**src/design/bridge_cfg_pkg.sv**
```systemverilog
//////////////////////////////////////////////////
// fifo_depth must equal 2**fifo_addr_width
// low_wait_limit must be at least 1
//////////////////////////////////////////////////

package bridge_cfg_pkg;

    // payload width of one word
    localparam int data_width = 32;

    // buffer entries between arbiter and egress
    localparam int fifo_depth = 4;

    // pointer width, pointers wrap on their own
    localparam int fifo_addr_width = 2;

    // consecutive high grants tolerated while low waits
    localparam int low_wait_limit = 3;

endpackage

```
**src/design/bridge_types_pkg.sv**
```systemverilog
//////////////////////////////////////////////////
// field order is fixed, benches rely on it
//////////////////////////////////////////////////

package bridge_types_pkg;

    import bridge_cfg_pkg::*;

    // one source offer, held until accepted
    typedef struct packed {
        logic                  valid;
        logic [data_width-1:0] data;
    } src_beat_t;

    // one buffered word with its origin
    typedef struct packed {
        logic                  from_high;
        logic [data_width-1:0] data;
    } bridge_item_t;

endpackage

```
**src/design/egress_stage.sv**
```systemverilog
//////////////////////////////////////////////////
// out_item holds until taken, one word per cycle max
//////////////////////////////////////////////////
`timescale 1ns/100ps

module egress_stage (
    input  logic                           clk,
    input  logic                           rst_n,
    input  bridge_types_pkg::bridge_item_t head_item,
    input  logic                           empty,
    output logic                           pop,
    output bridge_types_pkg::bridge_item_t out_item,
    output logic                           out_valid,
    input  logic                           out_ready
);

    logic take;

    assign take = out_valid && out_ready;

    // refill when the register is free or drains now
    assign pop = !empty && (!out_valid || out_ready);

    always_ff @(posedge clk or negedge rst_n) begin
        if (!rst_n) begin
            out_valid <= 1'b0;
        end else begin
            if (pop) begin
                out_valid <= 1'b1;
            end else if (take) begin
                out_valid <= 1'b0;
            end
        end
    end

    // payload register
    always_ff @(posedge clk) begin
        if (pop) begin
            out_item <= head_item;
        end
    end

endmodule

```
**src/design/item_fifo.sv**
```systemverilog
//////////////////////////////////////////////////
// push is dropped when full unless a pop frees room
// pop on empty is ignored
//////////////////////////////////////////////////
`timescale 1ns/100ps

module item_fifo (
    input  logic                           clk,
    input  logic                           rst_n,
    input  logic                           push,
    input  bridge_types_pkg::bridge_item_t push_item,
    input  logic                           pop,
    output bridge_types_pkg::bridge_item_t head_item,
    output logic                           full,
    output logic                           empty
);

    import bridge_cfg_pkg::*;
    import bridge_types_pkg::*;

    bridge_item_t mem [fifo_depth];

    logic [fifo_addr_width-1:0] wr_ptr;
    logic [fifo_addr_width-1:0] rd_ptr;
    logic [fifo_addr_width:0]   count;

    logic do_push;
    logic do_pop;

    assign full  = (count == (fifo_addr_width + 1)'(fifo_depth));
    assign empty = (count == '0);

    assign do_pop  = pop && !empty;
    // a same-cycle pop makes room even at full
    assign do_push = push && (!full || do_pop);

    assign head_item = mem[rd_ptr];

    // storage, no reset needed
    always_ff @(posedge clk) begin
        if (do_push) begin
            mem[wr_ptr] <= push_item;
        end
    end

    always_ff @(posedge clk or negedge rst_n) begin
        if (!rst_n) begin
            wr_ptr <= '0;
            rd_ptr <= '0;
            count  <= '0;
        end else begin
            if (do_push) begin
                wr_ptr <= wr_ptr + 1'b1;
            end
            if (do_pop) begin
                rd_ptr <= rd_ptr + 1'b1;
            end
            case ({do_push, do_pop})
                2'b10:   count <= count + 1'b1;
                2'b01:   count <= count - 1'b1;
                default: count <= count;
            endcase
        end
    end

endmodule

```
**src/design/priority_arbiter.sv**
```systemverilog
//////////////////////////////////////////////////
// readies are combinational from valid and full
// sources must hold their beat until accepted
//////////////////////////////////////////////////
`timescale 1ns/100ps

module priority_arbiter (
    input  logic                          clk,
    input  logic                          rst_n,
    input  bridge_types_pkg::src_beat_t   high_beat,
    input  bridge_types_pkg::src_beat_t   low_beat,
    input  logic                          full,
    output logic                          high_ready,
    output logic                          low_ready,
    output logic                          push,
    output bridge_types_pkg::bridge_item_t push_item
);

    import bridge_cfg_pkg::*;

    // high grants in a row while low was waiting
    logic [$clog2(low_wait_limit + 1) - 1:0] wait_cnt;

    logic force_low;
    logic high_take;
    logic low_take;

    // low has waited long enough, it wins this slot
    assign force_low = low_beat.valid && (wait_cnt >= low_wait_limit);

    always_comb begin
        high_ready = 1'b0;
        low_ready  = 1'b0;
        if (!full) begin
            high_ready = !force_low;
            // low only yields to a valid high beat
            low_ready  = !high_beat.valid || force_low;
        end
    end

    assign high_take = high_beat.valid && high_ready;
    assign low_take  = low_beat.valid && low_ready;

    assign push = high_take || low_take;

    always_comb begin
        push_item.from_high = high_take;
        if (high_take) begin
            push_item.data = high_beat.data;
        end else begin
            push_item.data = low_beat.data;
        end
    end

    // starvation guard counter
    always_ff @(posedge clk or negedge rst_n) begin
        if (!rst_n) begin
            wait_cnt <= '0;
        end else begin
            if (!low_beat.valid || low_take) begin
                wait_cnt <= '0;
            end else if (high_take) begin
                wait_cnt <= wait_cnt + 1'b1;
            end
        end
    end

endmodule

```
**src/design/priority_bridge.sv**
```systemverilog
//////////////////////////////////////////////////
// holds fifo_depth + 1 words under back-pressure
//////////////////////////////////////////////////
`timescale 1ns/100ps

module priority_bridge (
    input  logic                           clk,
    input  logic                           rst_n,
    input  bridge_types_pkg::src_beat_t    high_beat,
    input  bridge_types_pkg::src_beat_t    low_beat,
    output logic                           high_ready,
    output logic                           low_ready,
    output bridge_types_pkg::bridge_item_t out_item,
    output logic                           out_valid,
    input  logic                           out_ready
);

    import bridge_types_pkg::*;

    logic         push;
    bridge_item_t push_item;
    logic         full;
    bridge_item_t head_item;
    logic         empty;
    logic         pop;

    priority_arbiter priority_arbiter_inst (
        .clk        (clk),
        .rst_n      (rst_n),
        .high_beat  (high_beat),
        .low_beat   (low_beat),
        .full       (full),
        .high_ready (high_ready),
        .low_ready  (low_ready),
        .push       (push),
        .push_item  (push_item)
    );

    item_fifo item_fifo_inst (
        .clk       (clk),
        .rst_n     (rst_n),
        .push      (push),
        .push_item (push_item),
        .pop       (pop),
        .head_item (head_item),
        .full      (full),
        .empty     (empty)
    );

    egress_stage egress_stage_inst (
        .clk       (clk),
        .rst_n     (rst_n),
        .head_item (head_item),
        .empty     (empty),
        .pop       (pop),
        .out_item  (out_item),
        .out_valid (out_valid),
        .out_ready (out_ready)
    );

endmodule

```
**config.mk**
```make
export PLATFORM = sky130hd
export DESIGN_NAME = priority_bridge
export DESIGN_NICKNAME = d
export VERILOG_FILES = /design/src/design/bridge_cfg_pkg.sv /design/src/design/bridge_types_pkg.sv /design/src/design/egress_stage.sv /design/src/design/item_fifo.sv /design/src/design/priority_arbiter.sv /design/src/design/priority_bridge.sv
export SDC_FILE = /design/constraint.sdc
export NUM_CORES = 1
export LEC_CHECK = 0
export ABC_CLOCK_PERIOD_IN_PS = 3500
export BUFFER_PORTS_ARGS = -buffer_cell sky130_fd_sc_hd__clkbuf_2
export CELL_PAD_IN_SITES_DETAIL_PLACEMENT = 0
export CELL_PAD_IN_SITES_GLOBAL_PLACEMENT = 1
export CORE_MARGIN = 4
export CORE_UTILIZATION = 44
export CTS_BUF_LIST = sky130_fd_sc_hd__clkbuf_4 sky130_fd_sc_hd__clkbuf_8 sky130_fd_sc_hd__clkbuf_16
export DETAILED_ROUTE_END_ITERATION = 8
export GPL_TIMING_DRIVEN = 0
export PLACE_DENSITY_LB_ADDON = 0.1
export SYNTH_ARGS = -nofsm -noshare
export SYNTH_HDL_FRONTEND = slang
export SYNTH_SLANG_ARGS = --single-unit
```
**constraint.sdc**
```tcl
create_clock -name clk -period 3.5 [get_ports clk]
set_clock_uncertainty 0.2 [all_clocks]
set_input_delay 0.7 -clock clk [delete_from_list [all_inputs] [get_ports clk]]
set_output_delay 0.7 -clock clk [all_outputs]
set_load 0.005 [all_outputs]
```
Word-level counts from Yosys, hierarchy flattened
Memory sizes are Yosys's and may differ from the RTL's. A register that Yosys moved wholly into a read port is not among the register bits.
Cells that the tools add are included.

storage, ports and cells
  register bits = 10
  bits in writable memories = 132
  input bits = 69
  output and inout bits = 36
  word-level logic and storage cells = 47
  memories kept = 1

memory list
  name                words  width  rd ports  clocked after Yosys merged registers in  wr ports  line             source
  item_fifo_inst.mem  4      33     1         1                                        1         item_fifo.sv:21  bridge_item_t mem [fifo_depth];

cells by class
  $add $sub $neg = 5
  magnitude comparators = 1
  equality and inequality tests = 3
  multiplexer cells = 10
  reductions and logical operators = 22

operators with widths
  kind                                                       number
  2-to-1 mux 32 bit                                          1
  logical AND 1 bit                                          7
  adder 2 x 1 -> 2 bit (second input constant)               3
  logical NOT 1 bit                                          6
  2-to-1 mux 1 bit                                           6
  one-hot mux 3 bit (2 select lines)                         1
  nonzero test 2 bit                                         3
  logical OR 1 bit                                           5
  2-to-1 mux 2 bit                                           2
  adder 3 x 1 -> 3 bit (second input constant)               1
  == test 3 bit (second input constant)                      1
  logical NOT 3 bit                                          1
  subtractor 3 x 1 -> 3 bit (second input constant)          1
  == test 2 x 1 -> 1 bit (second input constant)             1
  == test 2 bit (second input constant)                      1
  greater-or-equal comparator 2 bit (second input constant)  1

Logic depth before layout (Yosys ltp)
Gate-level depths: netlist of run 1.

  depth after elaboration = 9
  depth in mapped cells = 8
  gate-level depth less buffers = 8

By module
Synthesis of run 1 repeated with hierarchy kept, for this count alone.

second synthesis, totals
  cells, all modules = 309
  area, all modules = 6952.9 um^2

by module, submodules not included
  module            instances  cells each  area an instance (um^2)  seq. area each (um^2)
  item_fifo         1          219         5250.0                   4139.0
  egress_stage      1          38          1041.0                   1016.0
  priority_arbiter  1          52          661.9                    50.0

Worst setup path after synthesis of run 1
OpenSTA, ideal clock, no wires.

  kind = input-to-reg
  start point = input out_ready
  end point = register item_fifo_inst.count[1]
  library setup time = 0.125 ns
  arrival time = 3.605 ns
  path slack = -0.429 ns
  stages on the path = 5
  path buffers = 0
  cells stage by stage = inv_1 > a21oi_1 > ha_1 > fa_1 > mux2_2

between the ends
  word-level cells in the longest chain between the ends = 7

ends and longest elaborated chain
  element                                                                   line                   source
  start: declaration                                                        priority_bridge.sv:15  input logic out_ready
  logical OR 1 bit (*)                                                      egress_stage.sv:22     assign pop = !empty && (!out_valid || out_ready);
  logical AND 1 bit (*)                                                     egress_stage.sv:22
  net egress_stage_inst.pop                                                 egress_stage.sv:11     output logic pop,
  logical AND 1 bit (*)                                                     item_fifo.sv:33        assign do_pop = pop && !empty;
  logical OR 1 bit                                                          item_fifo.sv:35        assign do_push = push && (!full || do_pop);
  logical AND 1 bit                                                         item_fifo.sv:35
  == test 2 x 1 -> 1 bit or == test 2 bit (tied branches)                   item_fifo.sv:58        case ({do_push, do_pop})
  one-hot mux 3 bit (2 select lines) or nonzero test 2 bit (tied branches)  n/a
  end signal: assignment                                                    item_fifo.sv:59        2'b10: count <= count + 1'b1;
  end signal: assignment                                                    item_fifo.sv:60        2'b01: count <= count - 1'b1;
  end signal: assignment                                                    item_fifo.sv:61        default: count <= count;
  end: declaration                                                          item_fifo.sv:25        logic [fifo_addr_width:0] count;

The timed path passes the listed nets; every way through them passes the cells marked *.
A chain may end at the register's enable or synchronous reset.

Worst setup path in the final report of run 1
  start point = register item_fifo_inst.count[0]
  end point = register item_fifo_inst.count[2]

between the ends
  word-level cells in the longest chain between the ends = 8

ends and longest elaborated chain
  element                                                                   line                source
  logical NOT 3 bit (*)                                                     item_fifo.sv:31     assign empty = (count == '0);
  logical NOT 1 bit (*)                                                     egress_stage.sv:22
  logical AND 1 bit (*)                                                     egress_stage.sv:22
  net egress_stage_inst.pop                                                 egress_stage.sv:11
  logical AND 1 bit (*)                                                     item_fifo.sv:33
  logical OR 1 bit                                                          item_fifo.sv:35
  logical AND 1 bit                                                         item_fifo.sv:35
  == test 2 x 1 -> 1 bit or == test 2 bit (tied branches)                   item_fifo.sv:58
  one-hot mux 3 bit (2 select lines) or nonzero test 2 bit (tied branches)  n/a

Marked as above.

==> impl_metrics.yaml, run 1 <==
timing:
  worst_pin_slew_ps: 671
  setup_viol_count_final: 0
  whs_ps: 313
  finalSetupTns_ps: 0
  finalCriticalPeriod_ps: 2490
  relSlewSlack: 0.553
  final_max_slew_viol_count: 0
  fin_crit_sh: 0.711
  hold_violations: 0
  rsz0062_at_grt: "no"
  fmax_mhz: 402
logic_synthesis:
  synth_compound_area_frac: 0.00437
  synth_ff_type: "edfxtp_1"
  synth_top_family_by_area: "multiplexers"
  synthAdderAreaFrac: 0.0138
  synth-edff-count: 165
  synth_top_area_frac: 0.721
  syn_nets: 371
  synth_cells: 295
  synth_area_leaders: "edfxtp_1 72%, mux4_2 11%, mux2_4 6.3%"
  avgSynthCellArea_sq_um: 23.3
  synth_mux_area_frac: 0.180
  synthTopCellsByCount: "165 x edfxtp_1, 33 x mux4_2, 29 x mux2_4"
  synth_area_sq_mm: 0.00687
  synth_most_common_cell: "edfxtp_1"
  synth_xor_xnor_area_share: 0.00765
  synth_cell_type_count: 27
  yosys.area.top_type: "edfxtp_1"
  ys_ff_latch: 175
  synth-simple-area-share: 0.0191
  synth_warnings: 0
  seq_area_frac_synth: 0.758
  synth-async-reset-ratio: 0.0571
drt:
  drc_errors: 0
  ant_nets: 0
  wl_per_cell_um: 18.1
  vias: 3177
  finalWirelength_um: 11800
  dr.pass1.iters: 6
  viasPerCell: 4.90
  drt-initial-drc-count: 237
critical_path:
  required_ps: 3650
  cp_slowest_cell: "nor3_1"
  cp-start-kind: "register"
  path_cells: "nor3_1, a21oi_4, ha_1, fa_1, xnor2_1, nor2_1, xor2_1"
  cp-end-kind: "register"
  critical_path.max_fanout: 12
  path_class: "register to register"
  crit_arrival_ps: 2640
  critPathMaxStageDelay_ps: 490
clock_network:
  root_buffer: "clkbuf_16"
  ctsResizeCount: 0
  cts_made_buffers: 17
  cts_tree: "yes"
  clk_latency_ps: 420
  cts_buffer_depth: 2
  post_cts_buffers: 0
  hold_buffers: 1
  clk_pin_slew_ps: 60
  clock-sinks: 175
  htreeDepth: 4
die:
  ios: 105
  placementRows: 45
  die_y_um: 133
  start_util: 0.450
  die_x_um: 133
  core_sq_mm: 0.0153
  die-area_sq_mm: 0.0177
status:
  outcome: "completed"
finish:
  drive_gt1_frac: 0.503
  design_area_sq_mm: 0.00839
  diodes: 0
  final_util: 0.550
  nNetsFinal: 500
  syn_to_final_growth_pct: 22.2
placement:
  portBuffers: 104
  post-dp-hpwl_um: 7640
  place_congestion: 0.657
  placed_area_sq_mm: 0.00780
power:
  ir_worst_vdd_mv: 0.433
  total_power_mw: 7.36
  power.density_mw_per_mm2: 877
  p_leak_nw: 3.14
global_route:
  antenna_found_initial: 0
  gr-total-overflow: 0
  grt_pass1_wl_um: 18700
  grt_max_degree: 25
  first_global_vias: 3475
  grt_usage: 0.142
worst_hold_path:
  holdCritPathClass: "register to register"
job:
  cap_violations: 0
[kinds of logic (layout without fill, tap and decap cells)]
group                      count (synthesis)  after routing
DFF                                      175            175
xor gates and xnor gates                   6              6
muxes                                     67             67
and+or+nand+nor                           19             19
adders and majority gates                  7              7
AOI/OAI and AO/OA                          5              5
buffers and inverters                     16            158
[layout make-up]
type / instances / area, sq um
Fill cell: 1215 / 6870
Clock inverter: 14 / 149
Timing Repair Buffer: 110 / 661
Sequential cell: 175 / 5200
Buffer: 11 / 103
Tap cell: 211 / 264
Clock buffer: 18 / 433
Multi-Input combinational cell: 104 / 1560
Inverter: 5 / 18.8
[sequential cells by signal (all words and copies together) (netlist names)]
register                        flops
egress_stage_inst.out_valid         1
item_fifo_inst.rd_ptr               2
priority_arbiter_inst.wait_cnt      2
item_fifo_inst.wr_ptr               2
item_fifo_inst.count                3
item_fifo_inst.mem                132
egress_stage_inst.out_item         33
[worst paths after layout]
path                                    startpoint  cells after the start                        to  slack, ps
max                        item_fifo_inst.count[0]                      7   item_fifo_inst.count[2]       1010
min                        item_fifo_inst.count[2]                      1   item_fifo_inst.count[2]        310
max reg2reg                item_fifo_inst.count[0]                      7   item_fifo_inst.count[2]       1010
min reg2reg                item_fifo_inst.count[2]                      1   item_fifo_inst.count[2]        310
max in group asynchronous                    rst_n                      2  item_fifo_inst.rd_ptr[1]       2410
min in group asynchronous                    rst_n                      2   item_fifo_inst.count[0]        480
[metal layers]
layer / vias up / share of wire / global-route usage
li1: 1459 / - / -
met1: 1613 / 0.41 / 0.170
met2: 90 / 0.53 / 0.245
met3: 15 / 0.048 / 0.0376
met4: 0 / 0.015 / 0.0572
met5: - / 0 / 0
[cells in the final DEF, fill, tap and decap left out, types with 4 or more instances in the layout]
master / count
and2_2: 4
buf_12: 4
buf_16: 4
buf_2: 4
clkbuf_16: 17
clkbuf_2: 104
clkinv_1: 5
dfrtp_1: 10
edfxtp_1: 165
ha_1: 6
inv_1: 5
mux2_2: 5
mux2_4: 29
mux4_2: 33
nand2_1: 4
[critical path, delay by kind of cell, from the launching register on]
kind                       cells  cell delay [ps]
AOI/OAI and AO/OA              1              200
xor gates and xnor gates       2              280
and+or+nand+nor                2              620
DFF                            1              460
adders and majority gates      2              660
[stage by stage]
step	std cells	setup WS, ps
after floorplan	295	399
after global placement	610	-521
after detailed placement	615	823
after CTS	648	953
after global routing	648	864
final	648	1010
[power breakdown]
group / switching (mW) / internal, mW / leakage, nW
combinational: 1.01 / 1.02 / 1.19
clock: 0.741 / 1.11 / 0.284
sequential: 0.207 / 3.27 / 1.66
total: 1.96 / 5.40 / 3.14
Note: power is estimated with default switching activity, not from simulation.
==> run 2, diff against run 1 <==
--- a/config.mk
+++ b/config.mk
@@ -5,7 +5,7 @@
 export SDC_FILE = /design/constraint.sdc
 export NUM_CORES = 1
 export LEC_CHECK = 0
-export ABC_CLOCK_PERIOD_IN_PS = 3500
+export ABC_CLOCK_PERIOD_IN_PS = 2100
 export BUFFER_PORTS_ARGS = -buffer_cell sky130_fd_sc_hd__clkbuf_2
 export CELL_PAD_IN_SITES_DETAIL_PLACEMENT = 0
 export CELL_PAD_IN_SITES_GLOBAL_PLACEMENT = 1
==> constraint.sdc (replaced) <==
create_clock -name clk -period 2.1 [get_ports clk]
set_clock_uncertainty 0.2 [all_clocks]
set_input_delay 0.42 -clock clk [delete_from_list [all_inputs] [get_ports clk]]
set_output_delay 0.42 -clock clk [all_outputs]
set_load 0.005 [all_outputs]
==> impl_metrics.yaml, run 2 (synthesized netlist as in run 1, its figures left out) <==
placement:
  post-dp-hpwl_um: 7120
  place_ws_ps: -501
  place_congestion: 0.669
  portBuffers: 104
global_route:
  grt_max_degree: 34
  grt_pass1_wl_um: 18500
  first_global_vias: 3397
  antenna_found_initial: 0
  grt_usage: 0.143
  gr-total-overflow: 0
status:
  outcome: "completed"
critical_path:
  path_class: "register to register"
  crit_end: "item_fifo_inst.mem[3][12]"
  cp-end-kind: "register"
  critical_path.max_fanout: 10
  crit_arrival_ps: 2010
  path_cells: "or3b_4, nand3_4, buf_12, mux2_4"
  r2r_setup_slack_ps: 40
  r2r_end: "item_fifo_inst.mem[3][12]"
  critical_path_depth: 4
  worstReg2RegStart: "item_fifo_inst.count[1]"
  ff2ff_path_depth: 4
  cp-startpoint: "item_fifo_inst.count[1]"
  crit_family: "simple AND/OR/NAND/NOR gates"
  required_ps: 2060
  cp-start-kind: "register"
  critPathMaxStageDelay_ps: 450
  cp_num_buf_inv: 1
  cp_slowest_cell: "dfrtp_2"
power:
  total_power_mw: 12.1
  power.density_mw_per_mm2: 1440
  ir_worst_vdd_mv: 0.652
  p_leak_nw: 3.12
drt:
  finalWirelength_um: 12000
  vias: 3200
  viasPerCell: 4.91
  drt-initial-drc-count: 164
  ant_nets: 0
  dr.pass1.iters: 4
  drc_errors: 0
  wl_per_cell_um: 18.4
die:
  placementRows: 45
  die-area_sq_mm: 0.0177
  start_util: 0.450
  die_x_um: 133
  die_y_um: 133
  core_sq_mm: 0.0153
  ios: 105
timing:
  fin_crit_sh: 0.979
  rsz0062_at_grt: "yes"
  relSlewSlack: 0.457
  fmax_mhz: 486
  hold_violations: 0
  final_max_slew_viol_count: 0
  finalSetupTns_ps: 0
  setup_viol_count_final: 0
  finalCriticalPeriod_ps: 2060
  worst_pin_slew_ps: 814
  worst_slack_ps: 44.0
worst_hold_path:
  holdCritPathClass: "primary input to register"
  hp-start: "low_beat[32]"
finish:
  largest_register_ffs: 132
  regMostFlops: "item_fifo_inst.mem"
  top_regs: "item_fifo_inst.mem: 132 flops, egress_stage_inst.out_item: 33 flops, item_fifo_inst.count: 3 flops"
  final_util: 0.548
  final_cell_mix: "165 x edfxtp_1, 104 x clkbuf_2, 33 x mux4_2, 29 x mux2_4, 17 x clkbuf_16"
  multiInputGateArea_sq_mm: 0.00161
  diodes: 0
  drive_gt1_frac: 0.533
  nNetsFinal: 505
  regArea_sq_mm: 0.00521
  syn_to_final_growth_pct: 21.7
  mostFrequentLayoutCell: "edfxtp_1"
  fillCellCount: 1169
clock_network:
  cts_tree: "yes"
  clk_pin_slew_ps: 60
  htreeDepth: 4
  cts_made_buffers: 17
  root_buffer: "clkbuf_16"
  clk_latency_ps: 420
  clock-sinks: 175
  cts_buffer_depth: 2
job:
  cap_violations: 0
-- run 2: cell count changes in the layout (fill, tap and decap cells not counted), moves of 4 or more --
| cell | change |
|---|---|
| and2_2 | -4 |
| and2_4 | +4 |
| buf_4 | +8 |
| clkbuf_4 | +4 |
-- run 2: metal layers --
layer	up-vias	track usage	wire [um]
li1	1477	-	-
met2	102	0.236	6010
met4	0	0.0577	231
met1	1603	0.178	5090
met5	-	0	0
met3	18	0.0430	679
-- run 2: power breakdown --
group          internal (mW)  switching, mW
Sequential              5.46          0.350
Combinational           1.67           1.73
Clock                   1.67           1.19
-- run 2: layout make-up --
class	count	area share
well taps	211	0.0316
multi-input cells	105	0.193
clock inverters	9	0.00838
plain buffers	11	0.0123
repair buffers	114	0.0739
inverters	5	0.00225
flip-flops and latches	175	0.623
clock buffers	22	0.0554
-- run 2: worst min-delay path by stage --
stage,to,slack [ps],cells after the start
detailed placement,priority_arbiter_inst.wait_cnt[1],110,1
global route,priority_arbiter_inst.wait_cnt[1],90,2
finish,priority_arbiter_inst.wait_cnt[0],90,2
global placement,priority_arbiter_inst.wait_cnt[1],110,1
CTS,priority_arbiter_inst.wait_cnt[0],70,2
floorplan,egress_stage_inst.out_valid,-80,0
-- run 2: what timing repair did --
| item | CTS | global route |
|---|---|---|
| gates cloned | 1 | 0 |
| pin swaps | 3 | 2 |
| setup buffers | 4 | 4 |
| hold endpoints to repair | 10 | 0 |
| hold buffers | 1 | 0 |
| resized for setup | 7 | 3 |
| endpoints found under the setup margin | 134 | 116 |
-- run 2: through the flow --
step	cell area (sq um)	hold slack, ps	std cells
after CTS	8330	66.7	648
after global routing	8360	85.2	652
after detailed placement	7720	107	611
after global placement	7700	109	610
final	8360	87.1	652
after floorplan	6910	-75.6	295
==> run 3, diff against run 2 <==
--- a/config.mk
+++ b/config.mk
@@ -5,7 +5,6 @@
 export SDC_FILE = /design/constraint.sdc
 export NUM_CORES = 1
 export LEC_CHECK = 0
-export ABC_CLOCK_PERIOD_IN_PS = 2100
 export BUFFER_PORTS_ARGS = -buffer_cell sky130_fd_sc_hd__clkbuf_2
 export CELL_PAD_IN_SITES_DETAIL_PLACEMENT = 0
 export CELL_PAD_IN_SITES_GLOBAL_PLACEMENT = 1
==> constraint.sdc (replaced) <==
create_clock -name clk -period 1.7 [get_ports clk]
set_clock_uncertainty 0.2 [all_clocks]
set_input_delay 0.34 -clock clk [delete_from_list [all_inputs] [get_ports clk]]
set_output_delay 0.34 -clock clk [all_outputs]
set_load 0.005 [all_outputs]
==> impl_metrics.yaml, run 3 (synthesized netlist as in run 1, its figures left out) <==
status:
  outcome: "complete, but fails checks"
  violations: "setup timing"
drt:
  wl_per_cell_um: 19.8
  ant_nets: 0
  vias: 3427
  drt-initial-drc-count: 232
  dr.pass1.iters: 4
  drc_errors: 0
  viasPerCell: 4.94
  finalWirelength_um: 13700
finish:
  fillCellCount: 1117
  drive_gt1_frac: 0.580
  largest_register_ffs: 132
  final_cell_count_no_fill: 694
  final_cell_mix: "165 x edfxtp_1, 104 x clkbuf_2, 33 x mux4_2, 32 x mux2_4"
  multiInputGateArea_sq_mm: 0.00167
  diodes: 0
  mostFrequentLayoutCell: "edfxtp_1"
  regMostFlops: "item_fifo_inst.mem"
  top_regs: "item_fifo_inst.mem: 132 flops, egress_stage_inst.out_item: 33 flops, item_fifo_inst.count: 3 flops"
  nNetsFinal: 546
  syn_to_final_growth_pct: 32.3
  regArea_sq_mm: 0.00521
critical_path:
  crit_arrival_ps: 1990
  critPathMaxStageDelay_ps: 450
  crit_family: "simple AND/OR/NAND/NOR gates"
  cp_slowest_cell: "dfrtp_2"
  cp-end-kind: "register"
  path_cells: "or3b_4, nand3_4, buf_12, mux2_4"
  cp_num_buf_inv: 1
  required_ps: 1650
  critical_path.max_fanout: 10
  cp-start-kind: "register"
  path_class: "register to register"
die:
  die-area_sq_mm: 0.0177
  core_sq_mm: 0.0153
  ios: 105
  die_y_um: 133
  die_x_um: 133
  placementRows: 45
  start_util: 0.450
global_route:
  first_global_vias: 3646
  gr-total-overflow: 0
  grt_usage: 0.158
  grt_max_degree: 20
  grt_pass1_wl_um: 20500
  antenna_found_initial: 0
clock_network:
  root_buffer: "clkbuf_16"
  htreeDepth: 4
  clock-sinks: 175
  cts_made_buffers: 17
  cts_tree: "yes"
  clk_pin_slew_ps: 70
  clk_latency_ps: 410
  cts_buffer_depth: 2
placement:
  post-dp-hpwl_um: 7160
  place_congestion: 0.649
  dp_cells: 611
  portBuffers: 104
worst_hold_path:
  holdCritPathClass: "primary input to register"
timing:
  worst_slack_ps: -332
  fin_crit_sh: 1.20
  worst_pin_slew_ps: 267
  rsz0062_at_grt: "yes"
  final_max_slew_viol_count: 0
  finalCriticalPeriod_ps: 2030
  fmax_mhz: 492
  setup_viol_count_final: 245
  hold_violations: 0
  whs_ps: 53.5
  relSlewSlack: 0.822
power:
  p_leak_nw: 3.46
  power.density_mw_per_mm2: 1850
  ir_worst_vdd_mv: 1.08
job:
  cap_violations: 0
## run 3: cell count changes in the layout (fill, tap and decap cells not counted), sizes merged
cell         before  now
buf              18   48
dlygate4sd3       1    3
clkbuf          128  127
bufinv            1    2
and2              4   10
inv               5    7
clkinvlp          1    4
a21oi             4    3
## run 3: worst register-to-register path: stages, from the launching register on
cell     delay, ps
dfrtp_2        450
or3b_4         430
nand3_4        150
buf_12         190
mux2_4         350
## run 3: repair_timing
item                                   in CTS  in global routing
setup buffers                              29                 10
gates resized for setup                    32                 16
gates cloned                                8                  4
endpoints found under the hold margin      13                  0
hold buffers                                3                  0
pin swaps                                   7                  4
setup endpoints to repair                 331                315
## run 3: power breakdown
group          leakage [nW]  switching, mW  internal, mW  total (mW)
Clock                 0.273           1.59          2.15        3.75
Combinational          1.53           2.59          3.31        5.91
Sequential             1.66          0.437          6.73        7.16
Total                  3.46           4.62          12.2        16.8
## run 3: final timing paths
| check | from | endpoint | slack [ps] | cells past startpoint |
|---|---|---|---|---|
| max in group asynchronous | rst_n | item_fifo_inst.count[0] | 950 | 2 |
| worst max register to register | item_fifo_inst.count[1] | item_fifo_inst.mem[0][21] | -330 | 4 |
| min in group asynchronous | rst_n | egress_stage_inst.out_valid | 120 | 2 |
| worst min register to register | priority_arbiter_inst.wait_cnt[1] | priority_arbiter_inst.wait_cnt[1] | 340 | 2 |
| worst max-delay path | item_fifo_inst.count[1] | item_fifo_inst.mem[0][21] | -330 | 4 |
| worst min-delay path | high_beat[23] | item_fifo_inst.mem[0][23] | 50 | 2 |
## run 3: area by class of cell
| cell class | count | share of cell area |
|---|---|---|
| multi-input cells | 110 | 0.184 |
| clock inverters | 15 | 0.0160 |
| inverters | 5 | 0.00206 |
| well taps | 211 | 0.0290 |
| clock buffers | 17 | 0.0468 |
| repair buffers | 150 | 0.131 |
| plain buffers | 11 | 0.0184 |
| flip-flops and latches | 175 | 0.573 |
## run 3: layer usage
metal  GRT usage  share of wire  up-vias
met5           0              0        -
met4      0.0520          0.012        0
met3      0.0380          0.046       12
met2       0.277           0.53      100
met1       0.194           0.41     1751
li1            -              -     1564
## run 3: stage by stage
stage          power (mW)  TNS [ps]   util  cell area, sq um  setup WS (ps)
2_1_floorplan        9.94    -35730      -              6940           -659
3_3_place_gp         11.3   -118530  0.506              7720          -1210
3_5_place_dp         11.5   -105270  0.507              7740           -680
4_1_cts              16.6    -48600  0.585              8920           -333
5_1_grt              17.6    -63430  0.596              9090           -378
6_report             16.8    -49340  0.596              9090           -332
